## src/idct_pkg.sv

```systemverilog
/*
  Shared widths, SRAM and buffer port structs, and the IDCT cosine table.
  The table is indexed k*8+c and scaled by 4096, so one pass scales by 2^12.
*/

`default_nettype none

package idct_pkg;

	localparam int addr_w = 18;
	localparam int coef_w = 16;
	localparam int acc_w = 32;
	localparam int blk_n = 8;
	localparam int blk_words = 64;
	localparam int buf_addr_w = 6;

	// one SRAM access, we_n low for a write
	typedef struct packed {
		logic [addr_w-1:0] addr;
		logic [coef_w-1:0] wdata;
		logic              we_n;
	} sram_req_t;

	// stage buffer read port
	// request carries addr, response echoes it with data one cycle later
	typedef struct packed {
		logic [buf_addr_w-1:0] addr;
		logic [acc_w-1:0]      data;
	} buf_rd_t;

	// 4096 * a(k) * cos((2c+1)k*pi/16)
	localparam logic signed [coef_w-1:0] cos_table [blk_words] = '{
		// k = 0
		16'sd1448,  16'sd1448,  16'sd1448,  16'sd1448,
		16'sd1448,  16'sd1448,  16'sd1448,  16'sd1448,
		// k = 1
		16'sd2009,  16'sd1703,  16'sd1138,  16'sd400,
		-16'sd400,  -16'sd1138, -16'sd1703, -16'sd2009,
		// k = 2
		16'sd1892,  16'sd784,   -16'sd784,  -16'sd1892,
		-16'sd1892, -16'sd784,  16'sd784,   16'sd1892,
		// k = 3
		16'sd1703,  -16'sd400,  -16'sd2009, -16'sd1138,
		16'sd1138,  16'sd2009,  16'sd400,   -16'sd1703,
		// k = 4
		16'sd1448,  -16'sd1448, -16'sd1448, 16'sd1448,
		16'sd1448,  -16'sd1448, -16'sd1448, 16'sd1448,
		// k = 5
		16'sd1138,  -16'sd2009, 16'sd400,   16'sd1703,
		-16'sd1703, -16'sd400,  16'sd2009,  -16'sd1138,
		// k = 6
		16'sd784,   -16'sd1892, 16'sd1892,  -16'sd784,
		-16'sd784,  16'sd1892,  -16'sd1892, 16'sd784,
		// k = 7
		16'sd400,   -16'sd1138, 16'sd1703,  -16'sd2009,
		16'sd2009,  -16'sd1703, 16'sd1138,  -16'sd400
	};

endpackage

`default_nettype wire

```

## src/pixel_writer.sv

```systemverilog
/*
  Clips pass-2 results to 0..255 and writes pixel pairs, even column
  in the high byte. One read per cycle, so a write goes out every other
  cycle; active_o spans the whole write phase.
*/

`timescale 1ns/1ps
`default_nettype none

module pixel_writer import idct_pkg::*; #(
	parameter int blocks_per_row = 2,
	parameter int block_rows = 2,
	parameter int pixel_base = 4096,
	localparam int row_w = (block_rows > 1) ? $clog2(block_rows) : 1,
	localparam int col_w = (blocks_per_row > 1) ? $clog2(blocks_per_row) : 1
) (
	input  logic             Clock,
	input  logic             Resetn,
	input  logic             go_i,
	input  logic [row_w-1:0] blk_row_i,
	input  logic [col_w-1:0] blk_col_i,
	output buf_rd_t          src_o,
	input  buf_rd_t          src_i,
	output sram_req_t        sram_o,
	output logic             active_o,
	output logic             done_o
);

	localparam int pix_pitch = blocks_per_row * blk_n / 2;

	logic running, rv, last_q, we_n;
	logic [buf_addr_w-1:0] rd_idx;
	logic [addr_w-1:0] blk_base, wr_addr;
	logic [7:0] hi_byte;
	logic [15:0] wr_data;

	function automatic logic [7:0] clip8(input logic signed [acc_w-1:0] v);
		if (v < 0)
			return 8'd0;
		else if (v > 255)
			return 8'd255;
		else
			return v[7:0];
	endfunction

	always_ff @(posedge Clock or negedge Resetn) begin
		if (!Resetn) begin
			running <= 1'b0;
			active_o <= 1'b0;
			rd_idx <= '0;
			rv <= 1'b0;
			last_q <= 1'b0;
			we_n <= 1'b1;
			done_o <= 1'b0;
		end else begin
			if (go_i && !active_o) begin
				active_o <= 1'b1;
				running <= 1'b1;
				rd_idx <= '0;
			end else if (running) begin
				rd_idx <= rd_idx + 1'b1;
				if (rd_idx == buf_addr_w'(blk_words - 1))
					running <= 1'b0;
			end
			rv <= running;
			// odd column completes a pair
			we_n <= !(rv && src_i.addr[0]);
			last_q <= rv && (src_i.addr == buf_addr_w'(blk_words - 1));
			done_o <= last_q;
			if (last_q)
				active_o <= 1'b0;
		end
	end

	always_ff @(posedge Clock) begin
		if (go_i && !active_o)
			blk_base <= addr_w'(pixel_base)
				+ addr_w'(blk_row_i) * addr_w'(blk_n * pix_pitch)
				+ addr_w'(blk_col_i) * addr_w'(blk_n / 2);
		if (rv && !src_i.addr[0])
			hi_byte <= clip8($signed(src_i.data));
		wr_addr <= blk_base + addr_w'(src_i.addr[5:3]) * addr_w'(pix_pitch)
			+ addr_w'(src_i.addr[2:1]);
		wr_data <= {hi_byte, clip8($signed(src_i.data))};
	end

	assign src_o = '{addr: rd_idx, data: '0};
	assign sram_o = '{addr: wr_addr, wdata: wr_data, we_n: we_n};

endmodule

`default_nettype wire

```

## config.mk

```make
export PLATFORM = sky130hd
export DESIGN_NAME = pixel_writer
export DESIGN_NICKNAME = d
export VERILOG_FILES = /design/src/idct_pkg.sv /design/src/pixel_writer.sv
export SDC_FILE = /design/constraint.sdc
export NUM_CORES = 1
export LEC_CHECK = 0
export BUFFER_PORTS_ARGS = -buffer_cell sky130_fd_sc_hd__buf_2
export CAP_MARGIN = 10
export CORE_MARGIN = 2
export CORE_UTILIZATION = 37
export DETAILED_ROUTE_END_ITERATION = 7
export GPL_TIMING_DRIVEN = 0
export PLACE_DENSITY = 0.75
export SYNTH_ARGS = -nofsm -noshare
export SYNTH_HDL_FRONTEND = slang
export SYNTH_SLANG_ARGS = --single-unit
```

## constraint.sdc

```tcl
create_clock -name Clock -period 1.1 [get_ports Clock]
set_input_delay 0.055 -clock Clock [delete_from_list [all_inputs] [get_ports Clock]]
set_output_delay 0.055 -clock Clock [all_outputs]
set_load 0.01 [all_outputs]
```

## Word-level counts from Yosys, hierarchy flattened

Cells that the tools add are included.

| word-level totals | value |
|---|---|
| bits in registers | 72 |
| bits of input ports | 43 |
| output and inout bits | 75 |
| word-level logic and storage cells | 38 |

| cells by class | value |
|---|---|
| add/subtract/negate cells | 5 |
| order comparisons | 2 |
| equal/unequal tests | 2 |
| mux-type cells | 9 |
| reductions and logical operators | 9 |

Operators with widths:

| cell | number |
|---|---|
| > comparator 32 x 9 -> 1 bit, second input constant | 1 |
| < comparator 32 x 1 -> 1 bit, second input constant | 1 |
| adder 18 x 2 -> 18 bit | 1 |
| adder 18 x 6 -> 18 bit | 1 |
| 2-to-1 mux 8 bit | 2 |
| adder 14 x 3 -> 15 bit | 1 |
| adder 13 x 7 -> 14 bit, first input constant | 1 |
| == test 6 bit, second input constant | 2 |
| 2-to-1 mux 6 bit | 2 |
| adder 6 x 1 -> 6 bit, second input constant | 1 |
| 2-to-1 mux 1 bit | 5 |
| logical AND 1 bit | 4 |
| nonzero test 2 bit | 2 |
| zero test 1 bit | 3 |

## Longest topological paths before layout

| logic depth | value |
|---|---|
| word-level depth | 4 |
| depth in mapped cells | 5 |
| mapped depth without buffers | 4 |

## Least setup slack after synthesis

OpenSTA, ideal clock, no wires.

| path | value |
|---|---|
| path type | input port to flip-flop |
| start | input src_i[31] (netlist bit) |
| end | register hi_byte[0] (data pin) |
| setup time | 0.272 ns |
| data arrival time | 1.050 ns |
| data required time | 0.828 ns |
| path slack | -0.222 ns |
| cell stages on the path | 5 |
| buffers on the path | 2 |
| cells stage by stage | buf_6 or4_4 buf_6 nor3_2 a21oi_1 |

| on the way | value |
|---|---|
| longest elaborated chain between the ends | 3 |

Ends and longest elaborated chain:

| item | line | text |
|---|---|---|
| from (decl) | pixel_writer.sv:23 | `input buf_rd_t src_i,` |
| > comparator 32 x 9 -> 1 bit | pixel_writer.sv:40 | `else if (v > 255)` |
| 2-to-1 mux 8 bit | pixel_writer.sv:40 |  |
| 2-to-1 mux 8 bit * | - |  |
| to (signal assigned) | pixel_writer.sv:81 | `hi_byte <= clip8($signed(src_i.data));` |
| to (decl) | pixel_writer.sv:34 | `logic [7:0] hi_byte;` |

Mark *: on every way between the ends. The rest lies on a longest branch, timed or not.
A chain may end at the register's enable or synchronous reset.

## Worst setup path after layout

| path | value |
|---|---|
| start | register rd_idx[1] |
| end | register rd_idx[5] |

| on the way | value |
|---|---|
| longest elaborated chain between the ends | 3 |

Ends and longest elaborated chain:

| item | line | text |
|---|---|---|
| from (decl) | pixel_writer.sv:32 | `logic [buf_addr_w-1:0] rd_idx;` |
| from (signal assigned) | pixel_writer.sv:61 | `rd_idx <= rd_idx + 1'b1;` |
| adder 6 x 1 -> 6 bit | pixel_writer.sv:61 |  |
| 2-to-1 mux 6 bit | pixel_writer.sv:60 | `end else if (running) begin` |
| 2-to-1 mux 6 bit | pixel_writer.sv:56 | `if (go_i && !active_o) begin` |

Every way passes these cells. The select of a mux whose other input is x is not followed.

==> results.tsv <==
stage	metric	value	unit
outcome	status	finished, violations left	
outcome	violations	setup timing	
clocking	cts_buffer_depth	2	
clocking	clk_latency	290	ps
die	row_count	25	
clocking	htreeDepth	2	
die	die_x	73.40	um
logic_synthesis	syn_area	1782	um2
pwr	internal_power	0.003256	W
clocking	path_clk_slew	90	ps
route	route.vias.total	1319	
cells_and_area	antenna_cells	0	
critical_path	rr_worst_depth	3	
pwr	ir_drop	869.9	uV
placement	place_congestion	0.7631	
clocking	cts-root-buf	clkbuf_8	
pwr	power_density	1710	nW/um2
logic_synthesis	ys.warnings.count	0	
cells_and_area	final_cell_mix	73 x buf_2, 52 x buf_4, 43 x conb_1	
placement	dpl_cell_area	2384	um2
logic_synthesis	ys_seq_area_share	59.62	%
critical_path	critPathCaptureType	register	
clocking	cts_inserted_buffers	5	
grt	grt_pass1_vias	1166	
pwr	cellLeakagePower	1.357	nW
pwr	p_switching	0.001295	W
die	start_util	37.97	%
logic_synthesis	ys_ff_latch	45	
clocking	cts_tree	built	
critical_path	worstSetupStartpointType	register	
sta	max_freq	888.2	MHz
sta	hold_viol_final	0	
die	num_io_pins	118	
min_path	hp-start	src_i[0]	
min_path	min_to	wr_data[0]$_DFF_P_	
critical_path	rrSetupSlack	-30	ps
min_path	hold_depth	3	
die	fp.dieH	73.40	um
die	core	4692	um2
pwr	power.share.sequential	47.9	%
cells_and_area	final_common_cell	buf_2	
logic_synthesis	synth_cells	149	
critical_path	cp.required	1320	ps
pwr	power	0.004551	W
route	drc	0	
route	drtAntennaViolNets	0	
placement	hpwlAfterDp	2723	um
sta	fin_skew	9.677	ps
run	maxCapViolCount	0	
cells_and_area	fill_cells	425	
placement	portBuffers	73	
logic_synthesis	ys_types	30	
sta	rsz0062_at_grt	true	
cells_and_area	drive_gt1_share	52.26	%
grt	grt_pass1_wl	5437	um
sta	period_needed	1126	ps
grt	grt_usage	13.26	%
cells_and_area	final_area	2661	um2
critical_path	critPathMaxFanout	4	
sta	postLayoutSetupSlackWorst	-25.86	ps
route	firstDrtPassIters	4	
critical_path	worstPathArrival	1350	ps
cells_and_area	nets	330	
route	drt_iter0_markers	97	
grt	antenna_found_initial	0	
route	via_per_inst	3.868	
sta	period_share	102.4	%
critical_path	r2r-start	rd_idx[1]$_DFFE_PN0P_	
route	routed_wl	3547	um
pwr	combPwrFrac	27.6	%
pwr	swShare	28.46	%
cells_and_area	area_delta_synth_final	49.37	%
critical_path	r2r_end	rd_idx[5]$_DFFE_PN0P_	
grt	grt_max_degree	15	
critical_path	worstSetupPathType	reg2reg	
placement	dp_slack	-280.9	ps
grt	grt-ovfl-total	0	
min_path	hp-class	in2reg	
sta	drv_slew	0	
die	dieArea	5387	um2
pwr	clockPowerShare	24.5	%
route	avgRoutedWirePerCell	10.40	um
sta	setup_viol	1	
logic_synthesis	syn_avg_cell_area	11.96	um2
clocking	cts_sinks	45	
-- registers in the layout, summed over array words and instances (netlist names) --
| register | count |
|---|---|
| we_n | 1 |
| active_o | 1 |
| wr_data | 16 |
| done_o | 1 |
| blk_base | 2 |
| hi_byte | 8 |
| rd_idx | 6 |
| running | 1 |
| last_q | 1 |
| rv | 1 |
| wr_addr | 7 |
-- logic make-up after synthesis --
logic type | Yosys count | share of synthesized area, %
adder cells (fa/ha/maj) | 1 | 0.7021
buffers and inverters | 50 | 20.79
AO/OA/AOI/OAI | 11 | 3.230
XOR/XNOR | 4 | 1.967
other | 2 | 0.4215
AND/OR/NAND/NOR | 35 | 12.71
multiplexers | 1 | 0.5618
flip-flops | 45 | 59.62
-- critical path, stage by stage (launching register included) --
cell and delay, ps:
dfrtp_1 390, nand4_1 180, or3_4 370, a21oi_2 130
-- power by group through the flow --
stage	registers [W]	logic (W)	clock network, W
2_1_floorplan	0.00229	0.000585	0
4_1_cts	0.00219	0.00119	0.00115
3_5_place_dp	0.00222	0.00104	0
3_3_place_gp	0.00221	0.00101	0
6_report	0.00218	0.00125	0.00112
5_1_grt	0.00222	0.00137	0.00121
-- Yosys cell counts --
| master | n | area (um2) |
|---|---|---|
| a21o_1 | 1 | 7.510 |
| a21oi_1 | 9 | 45.04 |
| and3_1 | 1 | 6.260 |
| and4_1 | 1 | 8.760 |
| buf_1 | 1 | 3.750 |
| buf_2 | 2 | 10.01 |
| buf_4 | 44 | 330.3 |
| buf_6 | 2 | 22.52 |
| clkbuf_1 | 1 | 3.750 |
| conb_1 | 2 | 7.510 |
| dfrtp_1 | 11 | 275.3 |
| dfstp_2 | 1 | 26.28 |
| dfxtp_1 | 23 | 460.4 |
| edfxtp_1 | 10 | 300.3 |
| ha_1 | 1 | 12.51 |
| mux2i_1 | 1 | 10.01 |
| nand2_1 | 4 | 15.01 |
| nand3_1 | 2 | 10.01 |
| nand4_1 | 2 | 12.51 |
| nor2_1 | 7 | 26.28 |
| nor2b_1 | 2 | 12.51 |
| nor3_1 | 1 | 5.000 |
| nor3_2 | 8 | 80.08 |
| nor4_1 | 4 | 25.02 |
| o21ai_0 | 1 | 5.000 |
| or3_1 | 1 | 6.260 |
| or4_1 | 1 | 7.510 |
| or4_4 | 1 | 11.26 |
| xnor2_1 | 1 | 8.760 |
| xor2_1 | 3 | 26.28 |
-- final cells by class --
cell class | count | area (um2) | share of cell area [%]
Buffer | 48 | 369.1 | 13.87
Clock buffer | 7 | 97.59 | 3.667
Clock inverter | 1 | 5.005 | 0.1881
Multi-Input combinational cell | 95 | 525.5 | 19.75
Sequential cell | 45 | 1062 | 39.92
Tap cell | 54 | 67.56 | 2.539
Timing Repair Buffer | 91 | 534.3 | 20.08
-- through the flow --
| step | hold slack [ps] | instances | util (%) | TNS [ps] |
|---|---|---|---|---|
| CTS | 69.22 | 340 | 56.19 | -118.2 |
| floorplan | -240.6 | 190 | - | -814.7 |
| finish | 58.90 | 341 | 56.72 | -25.86 |
| global route | 78.25 | 341 | 56.72 | -119.7 |
| detailed placement | -53.58 | 317 | 50.80 | -3185 |
| global placement | -54.34 | 317 | 50.80 | -2907 |
-- how the worst max path moves through the flow --
stage | start | endpoint | slack (ps) | cells after the start
floorplan | src_i[31] | hi_byte[0]$_DFFE_PP_ | -120 | 5
global placement | src_i[18] | hi_byte[0]$_DFFE_PP_ | -250 | 5
detailed placement | src_i[18] | hi_byte[0]$_DFFE_PP_ | -280 | 5
CTS | running$_DFF_PN0_ | rd_idx[5]$_DFFE_PN0P_ | -120 | 4
global route | rd_idx[1]$_DFFE_PN0P_ | rd_idx[5]$_DFFE_PN0P_ | -80 | 3
finish | rd_idx[1]$_DFFE_PN0P_ | rd_idx[5]$_DFFE_PN0P_ | -30 | 3
-- routing by layer --
metal | vias up | track usage (%) | share of wire (%)
met5 | - | 0 | 0
met4 | 0 | 6.061 | 2.0
met3 | 6 | 3.429 | 5.9
met2 | 54 | 22.62 | 51
met1 | 576 | 15.60 | 41
li1 | 683 | - | -
-- what timing repair did --
item | in CTS | in global routing
resized for setup | 4 | 6
hold buffers | 11 | 0
setup endpoints to repair | 11 | 15
hold endpoints to repair | 30 | 0
setup buffers | 4 | 3
pin swaps | 2 | 4
No activity file was read; power rests on OpenSTA's default activity.
