`config.mk`:
```
export PLATFORM = sky130hd
export DESIGN_NAME = idct_pass
export DESIGN_NICKNAME = d
export VERILOG_FILES = /design/src/idct_pkg.sv /design/src/idct_pass.sv
export SDC_FILE = /design/constraint.sdc
export NUM_CORES = 2
export LEC_CHECK = 0
export ABC_AREA = 1
export BUFFER_PORTS_ARGS = -buffer_cell sky130_fd_sc_hd__buf_4
export CAP_MARGIN = 30
export CELL_PAD_IN_SITES_DETAIL_PLACEMENT = 0
export CELL_PAD_IN_SITES_GLOBAL_PLACEMENT = 1
export CORE_MARGIN = 2
export CORE_UTILIZATION = 56
export DETAILED_ROUTE_END_ITERATION = 8
export PLACE_DENSITY = 0.94
export SYNTH_ARGS = -nofsm -noshare
export SYNTH_HDL_FRONTEND = slang
export SYNTH_SLANG_ARGS = --single-unit
```
`constraint.sdc`:
```
create_clock -name Clock -period 21.1 [get_ports Clock]
set_clock_uncertainty 0.2 [all_clocks]
set_input_delay 1.055 -clock Clock [delete_from_list [all_inputs] [get_ports Clock]]
set_output_delay 1.055 -clock Clock [all_outputs]
set_load 0.02 [all_outputs]
```
`src/idct_pkg.sv`:
```
/*
  Shared widths, SRAM and buffer port structs, and the IDCT cosine table.
  The table is indexed k*8+c and scaled by 4096, so one pass scales by 2^12.
*/

`default_nettype none

package idct_pkg;

	localparam int addr_w = 18;
	localparam int coef_w = 16;
	localparam int acc_w = 32;
	localparam int blk_n = 8;
	localparam int blk_words = 64;
	localparam int buf_addr_w = 6;

	// one SRAM access, we_n low for a write
	typedef struct packed {
		logic [addr_w-1:0] addr;
		logic [coef_w-1:0] wdata;
		logic              we_n;
	} sram_req_t;

	// stage buffer read port
	// request carries addr, response echoes it with data one cycle later
	typedef struct packed {
		logic [buf_addr_w-1:0] addr;
		logic [acc_w-1:0]      data;
	} buf_rd_t;

	// 4096 * a(k) * cos((2c+1)k*pi/16)
	localparam logic signed [coef_w-1:0] cos_table [blk_words] = '{
		// k = 0
		16'sd1448,  16'sd1448,  16'sd1448,  16'sd1448,
		16'sd1448,  16'sd1448,  16'sd1448,  16'sd1448,
		// k = 1
		16'sd2009,  16'sd1703,  16'sd1138,  16'sd400,
		-16'sd400,  -16'sd1138, -16'sd1703, -16'sd2009,
		// k = 2
		16'sd1892,  16'sd784,   -16'sd784,  -16'sd1892,
		-16'sd1892, -16'sd784,  16'sd784,   16'sd1892,
		// k = 3
		16'sd1703,  -16'sd400,  -16'sd2009, -16'sd1138,
		16'sd1138,  16'sd2009,  16'sd400,   -16'sd1703,
		// k = 4
		16'sd1448,  -16'sd1448, -16'sd1448, 16'sd1448,
		16'sd1448,  -16'sd1448, -16'sd1448, 16'sd1448,
		// k = 5
		16'sd1138,  -16'sd2009, 16'sd400,   16'sd1703,
		-16'sd1703, -16'sd400,  16'sd2009,  -16'sd1138,
		// k = 6
		16'sd784,   -16'sd1892, 16'sd1892,  -16'sd784,
		-16'sd784,  16'sd1892,  -16'sd1892, 16'sd784,
		// k = 7
		16'sd400,   -16'sd1138, 16'sd1703,  -16'sd2009,
		16'sd2009,  -16'sd1703, 16'sd1138,  -16'sd400
	};

endpackage

`default_nettype wire

```
`src/idct_pass.sv`:
```
/*
  One matrix pass: Y[r][c] = (sum_k X[k][r] * table[k][c]) >>> out_shift.
  Column r of the source is loaded into a shift register, then two
  multipliers finish one output every four cycles. Results land at r*8+c.
  Products and sums are kept to 32 bits.
*/

`timescale 1ns/1ps
`default_nettype none

module idct_pass import idct_pkg::*; #(
	parameter int out_shift = 8
) (
	input  logic    Clock,
	input  logic    Resetn,
	input  logic    go_i,
	output buf_rd_t src_o,
	input  buf_rd_t src_i,
	input  buf_rd_t rd_i,
	output buf_rd_t rd_o,
	output logic    done_o
);

	typedef enum logic [1:0] {idle_s, load_s, calc_s} state_t;

	state_t state;
	logic [2:0] row, col;
	logic [1:0] step;
	logic [3:0] ld_cnt;
	logic signed [acc_w-1:0] rowbuf [blk_n];
	logic signed [acc_w-1:0] acc, acc_sum;
	logic signed [acc_w-1:0] prod_a, prod_b;
	logic load_cap, wr_en;
	logic [acc_w-1:0] mem [blk_words];

	always_ff @(posedge Clock or negedge Resetn) begin
		if (!Resetn) begin
			state <= idle_s;
			row <= '0;
			col <= '0;
			step <= '0;
			ld_cnt <= '0;
			done_o <= 1'b0;
		end else begin
			done_o <= 1'b0;
			case (state)
				idle_s: begin
					if (go_i) begin
						row <= '0;
						ld_cnt <= '0;
						state <= load_s;
					end
				end
				load_s: begin
					ld_cnt <= ld_cnt + 1'b1;
					if (ld_cnt == 4'd8) begin
						col <= '0;
						step <= '0;
						state <= calc_s;
					end
				end
				calc_s: begin
					step <= step + 1'b1;
					if (step == 2'd3) begin
						col <= col + 1'b1;
						if (col == 3'd7) begin
							if (row == 3'd7) begin
								done_o <= 1'b1;
								state <= idle_s;
							end else begin
								row <= row + 1'b1;
								ld_cnt <= '0;
								state <= load_s;
							end
						end
					end
				end
				default: state <= idle_s;
			endcase
		end
	end

	// source word k*8+r, data back one cycle later
	assign src_o = '{addr: {ld_cnt[2:0], row}, data: '0};
	assign load_cap = (state == load_s) && (ld_cnt != 4'd0);

	// rowbuf[0] and rowbuf[1] hold terms 2*step and 2*step+1
	assign prod_a = rowbuf[0] * cos_table[{step, 1'b0, col}];
	assign prod_b = rowbuf[1] * cos_table[{step, 1'b1, col}];
	assign acc_sum = ((step == 2'd0) ? '0 : acc) + prod_a + prod_b;
	assign wr_en = (state == calc_s) && (step == 2'd3);

	always_ff @(posedge Clock) begin
		if (load_cap) begin
			for (int i = 0; i < blk_n - 1; i++)
				rowbuf[i] <= rowbuf[i + 1];
			rowbuf[blk_n - 1] <= $signed(src_i.data);
		end else if (state == calc_s) begin
			// rotate by two, back in place after four steps
			for (int i = 0; i < blk_n; i++)
				rowbuf[i] <= rowbuf[(i + 2) % blk_n];
		end
		acc <= acc_sum;
	end

	always_ff @(posedge Clock) begin
		if (wr_en)
			mem[{row, col}] <= acc_sum >>> out_shift;
		rd_o.addr <= rd_i.addr;
		rd_o.data <= mem[rd_i.addr];
	end

endmodule

`default_nettype wire

```
Word-level counts from Yosys, hierarchy flattened
Memories as Yosys holds them, arrays and structs flattened. A register that Yosys moved wholly into a read port is not among the register bits.
Index checks and enable logic that the tools add are counted.
{ "totals": {"n_memories": 4, "mem_bits_ro": 2048, "ramBits": 2304, "output_inout_bits": 77, "wordCells": 101, "inputBits": 79, "reg_bits": 53} }
{ "classes": {"n_bitwise": 10, "eq_ne": 11, "reduce_logical": 13, "mux": 45, "add_sub_neg": 6, "magnitude_cmp": 2, "multipliers": 2} }
{ "memory_table": {"columns": ["name", "words", "width", "rd", "rd_ports_with_merged_regs", "wr", "line", "rtl"], "rows": [
  ["mem", 64, 32, 1, 1, 1, "idct_pass.sv:34", "logic [acc_w-1:0] mem [blk_words];"],
  ["(name not given)", 64, 16, 1, 0, 0, "idct_pass.sv:89", "assign prod_b = rowbuf[1] * cos_table[{step, 1'b1, col}];"],
  ["(name not given)", 64, 16, 1, 0, 0, "idct_pass.sv:88", "assign prod_a = rowbuf[0] * cos_table[{step, 1'b0, col}];"],
  ["rowbuf", 8, 32, 8, 0, 8, "idct_pass.sv:30", "logic signed [acc_w-1:0] rowbuf [blk_n];"]
]} }
{ "ops": {"columns": ["cell", "n"], "rows": [
  ["2-to-1 mux 32 bit", 9],
  ["adder 32 bit", 2],
  ["multiplier 32 x 16 -> 32 bit", 2],
  ["2-to-1 mux 16 bit", 4],
  ["2-to-1 mux 3 bit", 6],
  ["2-to-1 mux 4 bit", 4],
  [">= comparator 7 bit, second input constant", 2],
  ["NOT 6 -> 7 bit", 2],
  ["2-to-1 mux 1 bit", 12],
  ["case mux 3 bit (2 select lines)", 2],
  ["case mux 4 bit (3 select lines)", 1],
  ["2-to-1 mux 2 bit", 5],
  ["inequality test 2 bit, second input constant", 5],
  ["AND reduction 5 bit", 2],
  ["bitwise OR 1 bit", 8],
  ["adder 3 x 1 -> 3 bit, second input constant", 2],
  ["equality test 3 bit, second input constant", 2],
  ["case mux 2 bit (3 select lines)", 1],
  ["adder 4 x 1 -> 4 bit, second input constant", 1],
  ["equality test 2 bit, second input constant", 2],
  ["equality test 4 bit, second input constant", 1],
  ["zero test 2 bit", 2],
  ["case mux 2 bit (2 select lines)", 1],
  ["AND reduction 4 bit", 1],
  ["8 further kinds", 10]
]} }

Longest topological paths before layout
{ "depth": {"depth_word": 7, "mapped_depth": 42, "mapped_depth_nobuf": 41} }

Least setup slack after synthesis
OpenSTA, ideal clock, no wires.
{ "synth_path": {"kind": "flip-flop to flip-flop", "start": "register col[1]", "end": "memory mem[0][17], data pin", "setup_ps": 572, "t_arrival_ps": 9252, "required_time_ps": 20328, "setup_slack_ps": 11076, "path_stages_with_launch": 36, "path_buffers": 2, "synth_period_minus_slack_ps": 10024, "path_cell_list": "dfrtp_1 > inv_1 > ha_1 > inv_2 > nand2_1 > nand2_1 > nand2_1 > nand2_1 > inv_1 > nand2_1 > inv_1 > clkbuf_1 > clkbuf_1 > nand2_1 > fa_1 > inv_1 > fa_1 > inv_1 > fa_1 > fa_1 > inv_1 > fa_1 > fa_1 > fa_1 > inv_1 > fa_1 > inv_1 > ha_1 > nand2_1 > o21ai_0 > a21oi_2 > inv_1 > a21oi_1 > o21ai_1 > a21oi_1 > xnor2_1"} }
{ "synth_via": {"elab_chain_cells": 7, "elab_cells_between_ends": 12, "cone_classes": "add/sub: 2; mul: 2; mux: 4; bitwise: 2; memory: 2"} }
{ "synth_rtl": {"columns": ["element", "line", "rtl"], "rows": [
  ["start, declared", "idct_pass.sv:27", "logic [2:0] row, col;"],
  ["start signal, assigned", "idct_pass.sv:65", "col <= col + 1'b1;"],
  ["NOT 6 -> 7 bit (not written as such)", "idct_pass.sv:88", null],
  ["memory read (64 x 16 bit)", null, null],
  ["2-to-1 mux 16 bit (not written as such) (2 in series)", "idct_pass.sv:88", null],
  ["multiplier 32 x 16 -> 32 bit", "idct_pass.sv:88", null],
  ["adder 32 bit", "idct_pass.sv:90", "assign acc_sum = ((step == 2'd0) ? '0 : acc) + prod_a + prod_b;"],
  ["adder 32 bit (*)", "idct_pass.sv:90", null],
  ["net acc_sum[25]", "idct_pass.sv:31", "logic signed [acc_w-1:0] acc, acc_sum;"],
  ["end, declared", "idct_pass.sv:34", null]
]} }
The timed path passes the listed nets; every way through them passes the cells marked *. The select of a mux whose other input is x is not followed.

Final worst setup path
{ "layout_path": {"start": "register step[1]", "end": "memory mem[60][22], data pin"} }
{ "layout_via": {"elab_chain_cells": 7, "elab_cells_between_ends": 14, "cone_classes": "add/sub: 2; mul: 2; mux: 5; bitwise: 2; reduce/logical: 1; memory: 2"} }
{ "layout_rtl": {"columns": ["element", "line", "rtl"], "rows": [
  ["start, declared", "idct_pass.sv:28", "logic [1:0] step;"],
  ["start signal, assigned", "idct_pass.sv:63", "step <= step + 1'b1;"],
  ["NOT 6 -> 7 bit (not written as such)", "idct_pass.sv:88", null],
  ["memory read (64 x 16 bit)", null, null],
  ["2-to-1 mux 16 bit (not written as such) (2 in series)", "idct_pass.sv:88", null],
  ["multiplier 32 x 16 -> 32 bit", "idct_pass.sv:88", null],
  ["adder 32 bit", "idct_pass.sv:90", null],
  ["adder 32 bit (*)", "idct_pass.sv:90", null],
  ["net acc_sum[30]", "idct_pass.sv:31", null]
]} }
Marks and branches as above.

==> impl_metrics.py <==
metrics = {
    "cts": {
        "cts_tree": "built",
        "cts_root_buffer": "clkbuf_16",
        "htreeDepth": 4,
        "clk_latency_ps": 850,
        "clk_path_buf_depth": 3,
        "postCtsSetupRepairBufs": 0,
        "numCtsBuffers": 181,
        "clk_pin_slew_ps": 60,
        "clock-sinks": 1869,
    },
    "layout": {
        "drive_gt1_frac": 0.07232,
        "layout_common_cells": "1792 x edfxtp_1, 1436 x nor2_1, 1057 x o21ai_0, 932 x nand2_1, 930 x inv_1",
        "n_fill_cell": 12860,
        "final_common_cell": "edfxtp_1",
        "area_growth_syn_to_layout_pct": 9.204,
        "final_nets": 9332,
    },
    "critical_path": {
        "critPathMaxStageDelay_ps": 940,
        "reg2reg_depth": 32,
        "critical_path_class": "flop to flop",
        "r2r_end": "mem[60][22]",
        "critPathLaunchType": "flop",
        "cp_top_family": "adder cells",
        "cpMostUsedCell": "fa_1",
        "end_kind": "flop",
        "r2r_slack_ps": 9790,
        "cp.arrival_ps": 11740,
        "critical_path_required_ps": 21530,
        "rr_startpoint": "step[1]",
        "path_max_fanout": 33,
        "crit_buf_inv": 9,
        "slowest_stage": "dfrtp_1",
    },
    "route": {
        "viasPerCell": 6.024,
        "wl_met1_um": 92640,
        "drcViolationCount": 0,
        "met3_length_um": 26260,
        "dr.pass1.iters": 8,
        "top_layer": "met4",
        "drt-total-wl_um": 252300,
        "post_drt_wl_per_cell_um": 23.31,
        "met2WireLength_um": 119500,
        "drt_iter0_markers": 8342,
        "antenna_left": 0,
        "dr_total_vias": 65207,
    },
    "timing": {
        "worst_slack_ps": 9790,
        "tightestPinTransition_ps": 1135,
        "rsz0062_at_grt": "no",
        "max_freq_mhz": 88.42,
        "post-route-period-util": 0.5360,
        "tns_ps": 0,
        "hold_violations": 0,
        "period_minus_slack_ps": 11310,
        "slew_viol_final": 0,
        "setup_violations": 0,
        "slew_headroom": 0.2435,
    },
    "worst_hold_path": {
        "timing.hold.worst_endpoint": "rd_o[34]",
        "hp-start": "rd_i[34]",
        "hold_depth": 1,
        "hold_class": "primary input to flop",
    },
    "job": {
        "cap_violations": 0,
    },
    "floorplan": {
        "rows": 152,
        "die_area_um2": 175200,
        "fp.dieW_um": 418.5,
        "start_util": 0.5622,
        "core_region_area_um2": 171200,
        "ios": 156,
        "die_h_um": 418.5,
    },
    "synth": {
        "synth_edf_count": 1792,
        "async_reset_ff_frac": 0.008026,
        "synth_cells": 8517,
        "ys_seq_area_frac": 0.5760,
        "syn-mean-instance-area_um2": 11.30,
        "synth_adder_area_share": 0.1545,
        "synth_compound_area_frac": 0.09856,
        "synth_ff_type": "edfxtp_1",
        "synth_xor_xnor_area_share": 0.005916,
        "netlist_area_um2": 96230,
        "yosys.area_share.simple": 0.1037,
        "synth.mux.area_fraction": 0.0001170,
        "yosys_register_bits": 1869,
        "synth_cell_types": 57,
        "synth_warnings": 0,
        "synth_top_family_by_area": "adder cells",
    },
    "global_route": {
        "overflow": 0,
        "grt_max_degree": 222,
        "grt_pass1_vias": 65059,
        "grt_first_pass_wirelength_um": 383000,
        "antenna_found_initial": 7,
        "track_usage": 0.2902,
    },
    "placement": {
        "routabilityCongestion": 0.9295,
        "dp_hpwl_um": 155900,
        "portBuffers": 85,
        "dpl_worst_slack_ps": 9935,
    },
    "outcome": {
        "status": "completed",
    },
}
==> through the flow <==
| step | area [um^2] | utilization | cells | hold WS, ps |
|---|---|---|---|---|
| 2_1_floorplan | 96350 | - | 8548 | 300.0 |
| 3_3_place_gp | 99220 | 0.5797 | 10484 | 310.6 |
| 3_5_place_dp | 99220 | 0.5797 | 10484 | 324.5 |
| 4_1_cts | 105000 | 0.6137 | 10818 | 250.5 |
| 5_1_grt | 105100 | 0.6139 | 10824 | 275.8 |
| 6_report | 105100 | 0.6140 | 10825 | 299.6 |
==> cell type report <==
type / instances / area, um^2 / share of cell area
Antenna cell: 5 / 12.51 / 0.0001191
Sequential cell: 1869 / 55430 / 0.5275
Timing Repair Buffer: 230 / 1853 / 0.01763
Inverter: 953 / 3618 / 0.03443
Multi-Input combinational cell: 5202 / 35570 / 0.3385
Tap cell: 2233 / 2794 / 0.02659
Clock inverter: 94 / 958.4 / 0.009120
Clock buffer: 239 / 4850 / 0.04615
==> worst reg2reg max path: cells and delay by family (launching register included) <==
family	cells	cell delay, ps
buffers and inverters	9	1840
xor gates and xnor gates	1	770
DFF	1	940
AOI/OAI and AO/OA	5	1160
adders and majority gates	9	4440
and+or+nand+nor	8	1700
==> Yosys cell counts, types with 15 or more instances <==
| master | count | area (um^2) |
|---|---|---|
| edfxtp_1 | 1792 | 53810 |
| nor2_1 | 1501 | 5634 |
| o21ai_0 | 1057 | 5290 |
| nand2_1 | 934 | 3506 |
| inv_1 | 933 | 3502 |
| fa_1 | 620 | 12410 |
| o22ai_1 | 414 | 2590 |
| clkbuf_1 | 383 | 1438 |
| ha_1 | 196 | 2452 |
| nand3_1 | 92 | 460.4 |
| a21oi_1 | 76 | 380.4 |
| buf_2 | 62 | 310.3 |
| dfxtp_1 | 62 | 1241 |
| buf_4 | 50 | 375.4 |
| o221ai_1 | 42 | 367.9 |
| xor2_1 | 39 | 341.6 |
| o21ai_1 | 30 | 150.1 |
| o211ai_1 | 27 | 202.7 |
| xnor2_1 | 26 | 227.7 |
| o32ai_1 | 23 | 201.4 |
| buf_1 | 18 | 67.56 |
| dfrtp_1 | 15 | 375.4 |
| nand2_2 | 15 | 93.84 |
==> logic make-up (layout without fill, tap and decap cells) <==
family          after synthesis  after routing
compound gates             1708           1708
xor+xnor                     65             65
fa+ha+maj                   816            816
buf+inv                    1477           1516
flops                      1869           1869
mux                           1              1
other cells                   1             37
simple gates               2580           2580
==> flip-flops by register name (all words and copies together), names as in the netlist <==
register  count
row           3
done_o        1
state         2
col           3
mem        1536
rd_o         30
acc          32
rowbuf      256
step          2
ld_cnt        4
==> how the worst max path moves through the flow <==
stage | slack [ps] | endpoint | from | cells past startpoint
3_5_place_dp | 9940 | mem[61][22] | col[1] | 32
5_1_grt | 9350 | mem[38][22] | col[2] | 31
4_1_cts | 9840 | mem[59][22] | col[1] | 32
2_1_floorplan | 11080 | mem[0][17] | col[1] | 35
6_report | 9790 | mem[60][22] | step[1] | 32
3_3_place_gp | 10020 | mem[60][22] | col[1] | 32
==> layer usage <==
metal	vias up	global-route usage
met5	-	0
met4	0	0.1461
met3	679	0.05287
met2	3764	0.4653
met1	32179	0.3828
li1	28585	-
==> timing repair <==
item                      CTS  global route
hold buffers                1             0
hold endpoints to repair   15             0
gates resized for setup     0             0
Power is left out: the tool's default activity adds up to more than one toggle a clock period on the data nets, which glitch-free logic cannot reach.
