$ cat src/idct_pkg.sv
/*
  Shared widths, SRAM and buffer port structs, and the IDCT cosine table.
  The table is indexed k*8+c and scaled by 4096, so one pass scales by 2^12.
*/

`default_nettype none

package idct_pkg;

	localparam int addr_w = 18;
	localparam int coef_w = 16;
	localparam int acc_w = 32;
	localparam int blk_n = 8;
	localparam int blk_words = 64;
	localparam int buf_addr_w = 6;

	// one SRAM access, we_n low for a write
	typedef struct packed {
		logic [addr_w-1:0] addr;
		logic [coef_w-1:0] wdata;
		logic              we_n;
	} sram_req_t;

	// stage buffer read port
	// request carries addr, response echoes it with data one cycle later
	typedef struct packed {
		logic [buf_addr_w-1:0] addr;
		logic [acc_w-1:0]      data;
	} buf_rd_t;

	// 4096 * a(k) * cos((2c+1)k*pi/16)
	localparam logic signed [coef_w-1:0] cos_table [blk_words] = '{
		// k = 0
		16'sd1448,  16'sd1448,  16'sd1448,  16'sd1448,
		16'sd1448,  16'sd1448,  16'sd1448,  16'sd1448,
		// k = 1
		16'sd2009,  16'sd1703,  16'sd1138,  16'sd400,
		-16'sd400,  -16'sd1138, -16'sd1703, -16'sd2009,
		// k = 2
		16'sd1892,  16'sd784,   -16'sd784,  -16'sd1892,
		-16'sd1892, -16'sd784,  16'sd784,   16'sd1892,
		// k = 3
		16'sd1703,  -16'sd400,  -16'sd2009, -16'sd1138,
		16'sd1138,  16'sd2009,  16'sd400,   -16'sd1703,
		// k = 4
		16'sd1448,  -16'sd1448, -16'sd1448, 16'sd1448,
		16'sd1448,  -16'sd1448, -16'sd1448, 16'sd1448,
		// k = 5
		16'sd1138,  -16'sd2009, 16'sd400,   16'sd1703,
		-16'sd1703, -16'sd400,  16'sd2009,  -16'sd1138,
		// k = 6
		16'sd784,   -16'sd1892, 16'sd1892,  -16'sd784,
		-16'sd784,  16'sd1892,  -16'sd1892, 16'sd784,
		// k = 7
		16'sd400,   -16'sd1138, 16'sd1703,  -16'sd2009,
		16'sd2009,  -16'sd1703, 16'sd1138,  -16'sd400
	};

endpackage

`default_nettype wire

$ cat src/block_fetch.sv
/*
  Reads the 64 coefficients of one block, one SRAM word per cycle.
  Read data is captured on the second edge after the edge that drives the address.
  go_i is ignored while a fetch is running.
*/

`timescale 1ns/1ps
`default_nettype none

module block_fetch import idct_pkg::*; #(
	parameter int blocks_per_row = 2,
	parameter int block_rows = 2,
	parameter int coef_base = 0,
	localparam int row_w = (block_rows > 1) ? $clog2(block_rows) : 1,
	localparam int col_w = (blocks_per_row > 1) ? $clog2(blocks_per_row) : 1
) (
	input  logic             Clock,
	input  logic             Resetn,
	input  logic             go_i,
	input  logic [row_w-1:0] blk_row_i,
	input  logic [col_w-1:0] blk_col_i,
	input  logic [15:0]      sram_rdata_i,
	output sram_req_t        sram_o,
	input  buf_rd_t          rd_i,
	output buf_rd_t          rd_o,
	output logic             done_o
);

	localparam int row_pitch = blocks_per_row * blk_n;

	logic issuing;
	logic [buf_addr_w-1:0] cnt;
	logic [addr_w-1:0] row_base;
	logic [addr_w-1:0] req_addr;
	// reads in flight
	logic s1_v, s2_v;
	logic [buf_addr_w-1:0] s1_idx, s2_idx;
	logic [acc_w-1:0] mem [blk_words];

	always_ff @(posedge Clock or negedge Resetn) begin
		if (!Resetn) begin
			issuing <= 1'b0;
			cnt <= '0;
			row_base <= '0;
			req_addr <= '0;
			s1_v <= 1'b0;
			s2_v <= 1'b0;
			s1_idx <= '0;
			s2_idx <= '0;
			done_o <= 1'b0;
		end else begin
			s1_v <= 1'b0;
			if (issuing) begin
				req_addr <= row_base + addr_w'(cnt[2:0]);
				s1_v <= 1'b1;
				s1_idx <= cnt;
				cnt <= cnt + 1'b1;
				// end of a block row
				if (cnt[2:0] == 3'd7)
					row_base <= row_base + addr_w'(row_pitch);
				if (cnt == buf_addr_w'(blk_words - 1))
					issuing <= 1'b0;
			end else if (go_i) begin
				issuing <= 1'b1;
				cnt <= '0;
				row_base <= addr_w'(coef_base)
					+ addr_w'(blk_row_i) * addr_w'(blk_n * row_pitch)
					+ addr_w'(blk_col_i) * addr_w'(blk_n);
			end
			s2_v <= s1_v;
			s2_idx <= s1_idx;
			done_o <= s2_v && (s2_idx == buf_addr_w'(blk_words - 1));
		end
	end

	// sign-extended coefficient store, row*8+col
	always_ff @(posedge Clock) begin
		if (s2_v)
			mem[s2_idx] <= acc_w'($signed(sram_rdata_i));
		rd_o.addr <= rd_i.addr;
		rd_o.data <= mem[rd_i.addr];
	end

	assign sram_o = '{addr: req_addr, wdata: '0, we_n: 1'b1};

endmodule

`default_nettype wire

$ cat config.mk
export PLATFORM = sky130hd
export DESIGN_NAME = block_fetch
export DESIGN_NICKNAME = d
export VERILOG_FILES = /design/src/idct_pkg.sv /design/src/block_fetch.sv
export SDC_FILE = /design/constraint.sdc
export NUM_CORES = 1
export LEC_CHECK = 0
export BUFFER_PORTS_ARGS = -buffer_cell sky130_fd_sc_hd__buf_2
export CORE_ASPECT_RATIO = 0.6
export CORE_MARGIN = 2
export CORE_UTILIZATION = 45
export DETAILED_ROUTE_END_ITERATION = 16
export GPL_ROUTABILITY_DRIVEN = 0
export PLACE_DENSITY = 0.6
export SYNTH_ARGS = -nofsm -noshare
export SYNTH_HDL_FRONTEND = slang
export SYNTH_SLANG_ARGS = --single-unit
$ cat constraint.sdc
create_clock -name Clock -period 5.4 [get_ports Clock]
set_clock_uncertainty 0.1 [all_clocks]
set_input_delay 1.08 -clock Clock [delete_from_list [all_inputs] [get_ports Clock]]
set_output_delay 1.08 -clock Clock [all_outputs]
set_load 0.05 [all_outputs]
After elaboration in Yosys (flattened, before gate mapping)
Memory sizes are Yosys's and may differ from the RTL's. A register that Yosys moved wholly into a read port is not among the register bits. Index checks and enable logic that the tools add are counted.

$add $sub $neg: 4. Eq/ne operators: 4. Muxes and demuxes: 11. Reduce and logical (&&, ||, !) cells: 3.

Operator list (number): 18-bit 2-to-1 mux (3); 18-bit by 3-bit adder with 18-bit output (1); 18-bit by 5-bit adder with 18-bit output (second input constant) (1); 6-bit equality test (second input constant) (2); 6-bit 2-to-1 mux (2); 8-bit by 4-bit adder with 9-bit output (1); 6-bit by 1-bit adder with 6-bit output (second input constant) (1); 1-bit 2-to-1 mux (6); 3-bit equality test (second input constant) (1); 2-bit by 1-bit != test with 1-bit output (second input constant) (1); 2-bit AND reduction (1); 2-bit nonzero test (1); 1-bit logical AND (1).

Flip-flop bits (word level): 64. Memory bits (writable): 2048. Output and inout bits: 74. Memories: 1.

Memory list: mem (words 64, width 32, read ports 1, clocked after memory_dff 1, wr ports 1, RTL line block_fetch.sv:38) `logic [acc_w-1:0] mem [blk_words];`.

Depth between registers and ports, before layout
Gate-level depths: netlist of the first run.

Depth in word-level cells: 3. Gate-level depth with buffers: 9.

Worst setup path after synthesis of the first run
No wires, ideal clock.

Kind: input-to-reg. Start point: in rd_i[32] (netlist bit). End point: reg, netlist name rd_o[11]. Library setup time: 0.135 ns. Arrival time: 2.423 ns. Slack: 2.742 ns. Cell stages on the path: 8. Buffers on the path: 3. Path through: buf_6 > buf_6 > buf_6 > mux4_2 > a22oi_1 > nand2_1 > o22ai_1 > a211oi_2.

RTL lines: start, declared (RTL line block_fetch.sv:24) `input buf_rd_t rd_i,`.

==> results.md, run 1 <==
- Outcome: completed
- Setup CP Type: in -> reg
- Crit path capture type: flip-flop
- Final Power: between 15 and 20 mW
- M2 GR Usage: 0.287
- Worst-Skew Late Latency: 680 ps
- Worst path cell trace: buf_8 > mux4_2 > mux2i_1 > a21oi_1 > nor3_1 > a211oi_2
- DRT Wirelength: 95400 µm
- Die area: between 90000 and 100000 µm²
- Hold Fails Final Rpt: 0
- Non-Filler Instances: approximately 3500
- Top delay family on crit path: simple AND/OR/NAND/NOR gates
- CP bufs+invs: 1
- Diode count: 0
- Sink Count: 1099
- Max Fclk: 0.312 GHz
- Worst setup SP type: primary input
- Seq cells post-synth: 1099
- Placeable Area: 92300 µm²
- Worst VDD drop: slightly below 300 µV
- Slowest CP cell: nor3_1
- Via count: between 20000 and 25000
- Chip Width: 399 µm
- CTS Hold Bufs: 0
- CP Max Fanout: 53
- Final setup viols: 0
- DRC viols: 0
- Tcrit/Tclk final: 0.593
- Pwr/cell area: 418 nW/µm²
- Final instance area: 47500 µm²
- Slew margin rel.: 0.159
- Synth area leaders: edfxtp_1, mux4_2, dfrtp_1, mux2i_1, dfxtp_1
- Crit-path max cell delay: 870 ps
- Post-synth ARST share: 0.0482
- Met1 GRT Util: 0.302
- I/O pin cnt: 133
- Final Util: 0.514
- Post-synth EDFFs: 1024
- Tot GR Track Use: 0.202
- Sum of negative setup slack: 0 ps
- Post-synth top cells: edfxtp_1, mux4_2, nor2_1, nand2_1, a22oi_1
- Std cell rows: 86
- Max clock buf depth: 3
- Min Hold Slack: 248 ps
- Met3 usage: 0.0667
- Worst-Margin Slew: ~1300 ps
- GR peak layer: met1
- Synth unique cells: 48
- Initial antenna violation count: 2
- # resized after CTS: 0
- First-pass DRT Iterations: 5
- Layout cells sized above 1: 0.279
- Postcts setup bufs: 0
- First-pass GRT wire length: 139000 µm
- Leakage power: about 15 nW
- Die Span Y: 241 µm
- Largest net degree at the start of global routing: 86
- Vias in the first global route: 20300
- Synth area leader: edfxtp_1
- Maxcap violations: 0
- DP Area: 44200 µm²
- Num CTS Buffers: approximately 100
- Initial core utilization: 0.456
- Fill cells: 7268
- CP arrival: between 3000 and 4000 ps
- RSZ-0062 raised after global routing: no
- # nets final: 2218
- First DRT Iteration DRCs: 2291
- Area growth, synth to finish: 12.7%
- Cells after Synth: just under 2000
- Port bufs: 83
- Syn Std Cell Area: 42100 µm²
- Root Buffer: clkbuf_16
- WP data required: 5810 ps
- Worst Slack Setup Final: 2200 ps
- Antenna Nets Post-Route: 0
- Primary FF master, synth: edfxtp_1
- R2R setup slack: 2540 ps
- Min cycle time layout: 3200 ps
- Yosys warning count: 0
- Yosys top cell area share: 0.730
- Total gr overflow: 0
- Clock-pin slew on the worst setup and hold paths: roughly 60 ps
- H-tree Lvls: 3
- Syn avg cell area: 21.2 µm²
- CTS tree: yes
- Post-Place Setup Slack: between 1000 and 1500 ps
- Slew Viols, Final: 0
- WL/cell: around 27 µm
- DR vias/cell: 5.79
- Placed Cells: between 3000 and 4000
- Most common cell in the synthesized netlist: edfxtp_1
- Register area share after synthesis: 0.772
- DP HPWL: roughly 58000 µm
- Hold Path Class: reg -> reg
## where the power goes
part | internal, mW | switching [mW]
combinational | 0.680 | 1.61
clock | 4.10 | 3.07
sequential | 10.0 | 0.336
total | 14.8 | 5.01
## flip-flops by register name, indices dropped and copies added (netlist names)
| signal | cells |
|---|---|
| row_base | 15 |
| mem | 1024 |
| s2_v | 1 |
| issuing | 1 |
| s2_idx | 6 |
| s1_v | 1 |
| req_addr | 18 |
| done_o | 1 |
| cnt | 6 |
| s1_idx | 4 |
| rd_o | 22 |
## path summary, 6_finish.rpt
path,startpoint,end,depth (start not counted)
min in group asynchronous,Resetn,req_addr[15],2
worst max-delay path,rd_i[32],rd_o[4],6
worst max register to register,s2_idx[2],mem[15][4],3
worst min-delay path,s1_v,s2_v,0
max in group asynchronous,Resetn,s2_idx[3],2
worst min register to register,s1_v,s2_v,0
## placed cells by master (no fill, tap or decap), types with 10 or more instances in the layout
cell type / instances
nand3_1: 22
nand2_1: 68
dfrtp_1: 53
nor2_1: 82
clkbuf_8: 10
o21ai_0: 14
mux2_2: 20
a211oi_2: 11
mux4_2: 245
clkinv_1: 11
clkbuf_1: 27
conb_1: 17
edfxtp_1: 1024
a31oi_1: 11
clkinv_2: 17
mux2i_1: 51
o21ai_1: 10
buf_4: 102
a22oi_1: 58
o22ai_1: 19
nor2b_1: 11
bufinv_16: 12
a21oi_1: 43
buf_2: 80
a22o_1: 12
clkbuf_16: 99
dfxtp_1: 22
## kinds of logic after synthesis
family | Yosys count | synth area share
flops | 1099 | 0.772
mux | 316 | 0.148
simple gates | 229 | 0.0247
compound gates | 192 | 0.0317
buf+inv | 142 | 0.0216
xor+xnor | 4 | 0.000832
fa+ha+maj | 3 | 0.000891
other cells | 2 | 0.000178
## routing by layer
metal  up-vias  share of wire  wire [µm]
li1       8528              -          -
met1     10700           0.44      42200
met2       771           0.43      41100
met3       139           0.10       9930
met4         0          0.022       2080
met5         -              0          0
## area by class of cell
class,count,area [µm²],area share
clock buffers,136,2720,0.0572
clock inverters,49,581,0.0122
inverters,6,22.5,0.000474
multi-input cells,761,8790,0.185
flip-flops and latches,1099,32500,0.685
well taps,1232,1540,0.0325
repair buffers,190,1310,0.0276
(Power assumes the default switching activity.)
==> run 2: changes to the inputs <==
- clock period: 5.4 -> 3 ns (I/O delays scaled with it)
==> results.md, run 2 (synthesis results as in run 1) <==
- Maxcap violations: 0
- DRT Wirelength: 103000 µm
- DR vias/cell: ~5.8
- CP Max Fanout: 17
- Worst setup SP type: flip-flop
- DRC viols: 0
- Placed Cells: 3394
- Hold Path Class: in -> reg
- Root Buffer: clkbuf_16
- Initial antenna violation count: 1
- CTS tree: yes
- CP arrival: 1720 ps
- Largest net degree at the start of global routing: 65
- Crit-path max cell delay: between 600 and 700 ps
- Via count: about 21000
- Area of the multi-input gates: 8780 µm²
- CP bufs+invs: 1
- Total gr overflow: 0
- Worst VDD drop: 577 µV
- Die area: slightly below 100000 µm²
- Outcome: completed
- WL/cell: 28.9 µm
- First-pass DRT Iterations: 7
- Area growth, synth to finish: 14.2%
- First DRT Iteration DRCs: 2507
- Max reg flops: 1024
- Min Hold Slack: 65.9 ps
- Top delay family on crit path: flip-flops
- Commonest non-fill, non-tap cell in the layout: edfxtp_1
- Hold EP: rd_o[37]
- Max clock buf depth: 3
- Top flop regs: mem x1024, rd_o x22, req_addr x18
- Min cycle time layout: roughly 2400 ps
- Setup CP Type: reg -> out
- Worst-Margin Slew: 996 ps
- R2R setup slack: 650 ps
- Clock-pin slew on the worst setup and hold paths: 60 ps
- Pwr/cell area: 724 nW/µm²
- Worst flop-to-flop path endpoint: mem[31][5]
- Vias in the first global route: 20900
- Tot GR Track Use: 0.218
- Port bufs: 83
- WP data required: 2300 ps
- Slowest CP cell: dfxtp_1
- Final setup viols: 0
- Sink Count: approximately 1100
- Leakage power: roughly 16 nW
- Slew margin rel.: 0.336
- Fill cells: 7229
- Postcts setup bufs: 0
- H-tree Lvls: 3
- WHS Path Cells: 1
- Non-Filler Instances: around 3600
- DP HPWL: 65100 µm
- Max Fclk: 0.413 GHz
- Crit path capture type: primary output
- Hold Fails Final Rpt: 0
- Worst path cell trace: buf_2
- Std cell rows: 86
- Reg2Reg Depth: 3
- Worst r2r src: s2_idx[1]
- Commonest non-fill, non-tap cells in the layout: edfxtp_1, mux4_2, buf_4
- Layout cells sized above 1: 0.309
- Sequential Area: 32500 µm²
- Hold Crit Start: rd_i[37]
- Num CTS Buffers: between 90 and 100
- Sum of negative setup slack: 0 ps
- Slew Viols, Final: 0
- Antenna Nets Post-Route: 0
- Tcrit/Tclk final: 0.806
- Worst-Skew Late Latency: just under 700 ps
- Largest Register: mem
- First-pass GRT wire length: approximately 150000 µm
- I/O pin cnt: between 100 and 150
- Initial core utilization: 0.456
- Die Span Y: between 200 and 250 µm
- # resized after CTS: 0
- RSZ-0062 raised after global routing: no
- # nets final: 2323
- Placeable Area: 92300 µm²
- Chip Width: 399 µm
[run 2: per-layer routing]
metal	vias up	wire length, µm	track usage
met5	-	0	0
met4	0	1670	0.0499
met3	114	10100	0.0523
met2	822	44200	0.306
met1	11200	47100	0.345
li1	8719	-	-
[run 2: worst max-delay path by stage]
stage	start	endpoint	slack, ps	cells past startpoint
finish	rd_o[30]	rd_o[25]	580	1
global route	rd_o[30]	rd_o[20]	460	1
CTS	rd_o[30]	rd_o[21]	470	1
detailed placement	rd_i[32]	rd_o[1]	60	8
global placement	rd_i[32]	rd_o[1]	90	8
floorplan	s2_idx[3]	mem[48][0]	520	4
[run 2: area by class of cell]
cell class | instances | area share
multi-input cells | 761 | 0.182
clock inverters | 48 | 0.00648
inverters | 6 | 0.000468
clock buffers | 125 | 0.0548
well taps | 1232 | 0.0320
flip-flops and latches | 1099 | 0.676
diodes | 1 | 0.0000520
repair buffers | 298 | 0.0479
[run 2: where the power goes]
group	total (mW)	internal, mW	switching [mW]
combinational	4.33	1.36	2.97
sequential	18.7	18.1	0.632
clock	11.8	6.43	5.37
[run 2: what timing repair did]
action	in CTS	in global routing
hold endpoints to repair	42	0
endpoints found under the setup margin	0	0
hold buffers	2	0
[run 2: worst register-to-register path, delay by kind of cell (launching register included)]
kind / cells / cell delay, ps
buffers and inverters: 1 / 340
DFF: 1 / 700
and+or+nand+nor: 2 / 870
[run 2: per-stage QoR]
| step | power [mW] | cell area [µm²] | worst slack (ps) | util |
|---|---|---|---|---|
| final | 34.8 | 48100 | 581 | 0.521 |
| after global routing | 36.1 | 48100 | 457 | 0.521 |
| after CTS | 35.1 | 48100 | 473 | 0.521 |
| after detailed placement | 23.3 | 45100 | 62.1 | 0.489 |
| after global placement | 23.2 | 45100 | 89.1 | 0.489 |
| after floorplan | 21.5 | 42200 | 515 | - |
==> run 3: changes to the inputs <==
- ABC_AREA: not set -> 1
- clock period: 3 -> 2.45 ns (I/O delays scaled with it)
==> results.md, run 3 <==
- Outcome: completed
- Reg2Reg Depth: 5
- CP arrival: ~1600 ps
- Min Hold Slack: about 64 ps
- Post-synth EDFFs: 1024
- Final instance area: 50900 µm²
- DR vias/cell: 5.42
- Top flop regs: mem x1024, rd_o x22, req_addr x18
- Slowest CP cell: dfxtp_1
- Synth area leader: edfxtp_1
- R2R setup slack: 300 ps
- Post-Place Setup Slack: 132 ps
- First DRT Iteration DRCs: 3986
- Max clock buf depth: 3
- Largest net degree at the start of global routing: 66
- CP Max Fanout: 17
- Cells after Synth: 3786
- Worst-Margin Slew: roughly 850 ps
- Root Buffer: clkbuf_16
- First-pass DRT Iterations: 6
- Commonest non-fill, non-tap cell in the layout: nand2_1
- Final Power: 44.3 mW
- Antenna Nets Post-Route: 0
- Vias in the first global route: roughly 26000
- Primary FF master, synth: edfxtp_1
- Sink Count: 1099
- Min cycle time layout: 2170 ps
- Post-synth ARST share: 0.0482
- Hold Fails Final Rpt: 0
- Worst path cell trace: buf_2
- Yosys top cell area share: 0.689
- Seq cells post-synth: approximately 1100
- Worst flop-to-flop path endpoint: mem[34][2]
- WP data required: 1860 ps
- DRC viols: 0
- Tot GR Track Use: 0.239
- Layout cells sized above 1: 0.117
- Area growth, synth to finish: 14.2%
- Slew Viols, Final: 0
- Max reg flops: 1024
- Most common cell in the synthesized netlist: nand2_1
- Port bufs: between 80 and 90
- CTS tree: yes
- Setup CP Type: reg -> out
- Fill cells: 8481
- Leakage power: about 19 nW
- CTS Hold Bufs: 4
- H-tree Lvls: 3
- Worst-Skew Late Latency: ~710 ps
- Post-synth top cells: nand2_1, edfxtp_1, nand3_1, buf_2, nor2_1
- Worst Slack Setup Final: 280 ps
- WHS Path Cells: 2
- Total gr overflow: 0
- Syn Std Cell Area: 44600 µm²
- Hold EP: rd_o[34]
- Postcts setup bufs: 0
- # resized after CTS: 0
- Hold Path Class: in -> reg
- WL/cell: 22.7 µm
- DP HPWL: 73500 µm
- Initial antenna violation count: 6
- DRT Wirelength: 121000 µm
- Die area: about 100000 µm²
- Met1 GRT Util: 0.382
- Placeable Area: 98200 µm²
- Initial core utilization: 0.454
- Maxcap violations: 0
- Chip Width: 410 µm
- Met3 usage: 0.0647
- Hold Crit Start: rd_i[34]
- Max Fclk: between 0.4 and 0.5 GHz
- Synth unique cells: 32
- Commonest non-fill, non-tap cells in the layout: nand2_1, edfxtp_1, nand3_1
- GR peak layer: met1
- Worst VDD drop: between 500 and 600 µV
- Largest Register: mem
- Worst r2r src: s2_idx[2]
- Num CTS Buffers: 98
- Clock-pin slew on the worst setup and hold paths: 60 ps
- Register area share after synthesis: 0.729
- Slew margin rel.: 0.431
- DP Area: 47700 µm²
- Final setup viols: 0
- Crit path capture type: primary output
- Pwr/cell area: 871 nW/µm²
- CP bufs+invs: 1
- Die Span Y: around 250 µm
- I/O pin cnt: 133
- Tcrit/Tclk final: 0.886
- # nets final: 4009
- Synth area leaders: edfxtp_1, nand2_1, nand3_1, dfrtp_1, buf_2
- Top delay family on crit path: flip-flops
- Yosys warning count: 0
- M2 GR Usage: 0.315
- Std cell rows: 89
- RSZ-0062 raised after global routing: no
- Crit-path max cell delay: between 500 and 600 ps
- Syn avg cell area: about 12 µm²
- First-pass GRT wire length: 179000 µm
- Via count: 29000
- Worst setup SP type: flip-flop
==> run 3: cells by family (layout without fill, tap and decap cells) <==
group / Yosys count / in the layout / synth area share
flip-flops: 1099 / 1099 / 0.729
AND/OR/NAND/NOR: 2338 / 2338 / 0.223
other: 2 / 19 / 0.000168
buffers and inverters: 304 / 528 / 0.0423
AO/OA/AOI/OAI: 39 / 39 / 0.00474
adder cells (fa/ha/maj): 3 / 3 / 0.000842
XOR/XNOR: 1 / 1 / 0.000196
==> run 3: per-stage QoR <==
| step | std cells | setup TNS [ps] | util |
|---|---|---|---|
| 2_1_floorplan | 3801 | -59970 | - |
| 5_1_grt | 5344 | 0 | 0.519 |
| 4_1_cts | 5344 | 0 | 0.519 |
| 3_5_place_dp | 5162 | 0 | 0.485 |
| 3_3_place_gp | 5162 | 0 | 0.485 |
| 6_report | 5346 | 0 | 0.519 |
==> run 3: routing by layer <==
layer / part of all wire / vias to the layer above
met4: 0.023 / 0
met5: 0 / -
met1: 0.47 / 14100
li1: - / 13500
met2: 0.40 / 1273
met3: 0.11 / 150
==> run 3: where the power goes <==
part | internal (mW) | total, mW | switching [mW]
Sequential | 22.1 | 22.6 | 0.552
Combinational | 1.54 | 6.08 | 4.54
Clock | 8.72 | 15.6 | 6.90
Total | 32.3 | 44.3 | 12.0
==> run 3: worst max-delay path by stage <==
| stage | from | end | slack, ps | cells after the start |
|---|---|---|---|---|
| global placement | rd_i[32] | rd_o[8] | 140 | 13 |
| floorplan | s2_idx[1] | mem[50][0] | -470 | 3 |
| CTS | rd_o[30] | rd_o[24] | 190 | 1 |
| finish | rd_o[30] | rd_o[24] | 280 | 1 |
| global route | rd_o[30] | rd_o[22] | 110 | 1 |
| detailed placement | rd_i[32] | rd_o[30] | 130 | 12 |
==> run 3: layout make-up <==
type | instances | area, µm² | share of cell area
flip-flops and latches | 1099 | 32500 | 0.638
clock buffers | 129 | 2730 | 0.0537
well taps | 1319 | 1650 | 0.0324
repair buffers | 311 | 3060 | 0.0601
multi-input cells | 2398 | 10300 | 0.202
inverters | 39 | 173 | 0.00339
diodes | 2 | 5.00 | 0.0000983
clock inverters | 49 | 480 | 0.00943
==> run 3: worst reg2reg max path, cell delays in order (launching register included) <==
cell	delay, ps
dfrtp_1	520
inv_1	320
nand4_1	130
buf_4	230
nor2_1	240
buf_4	310
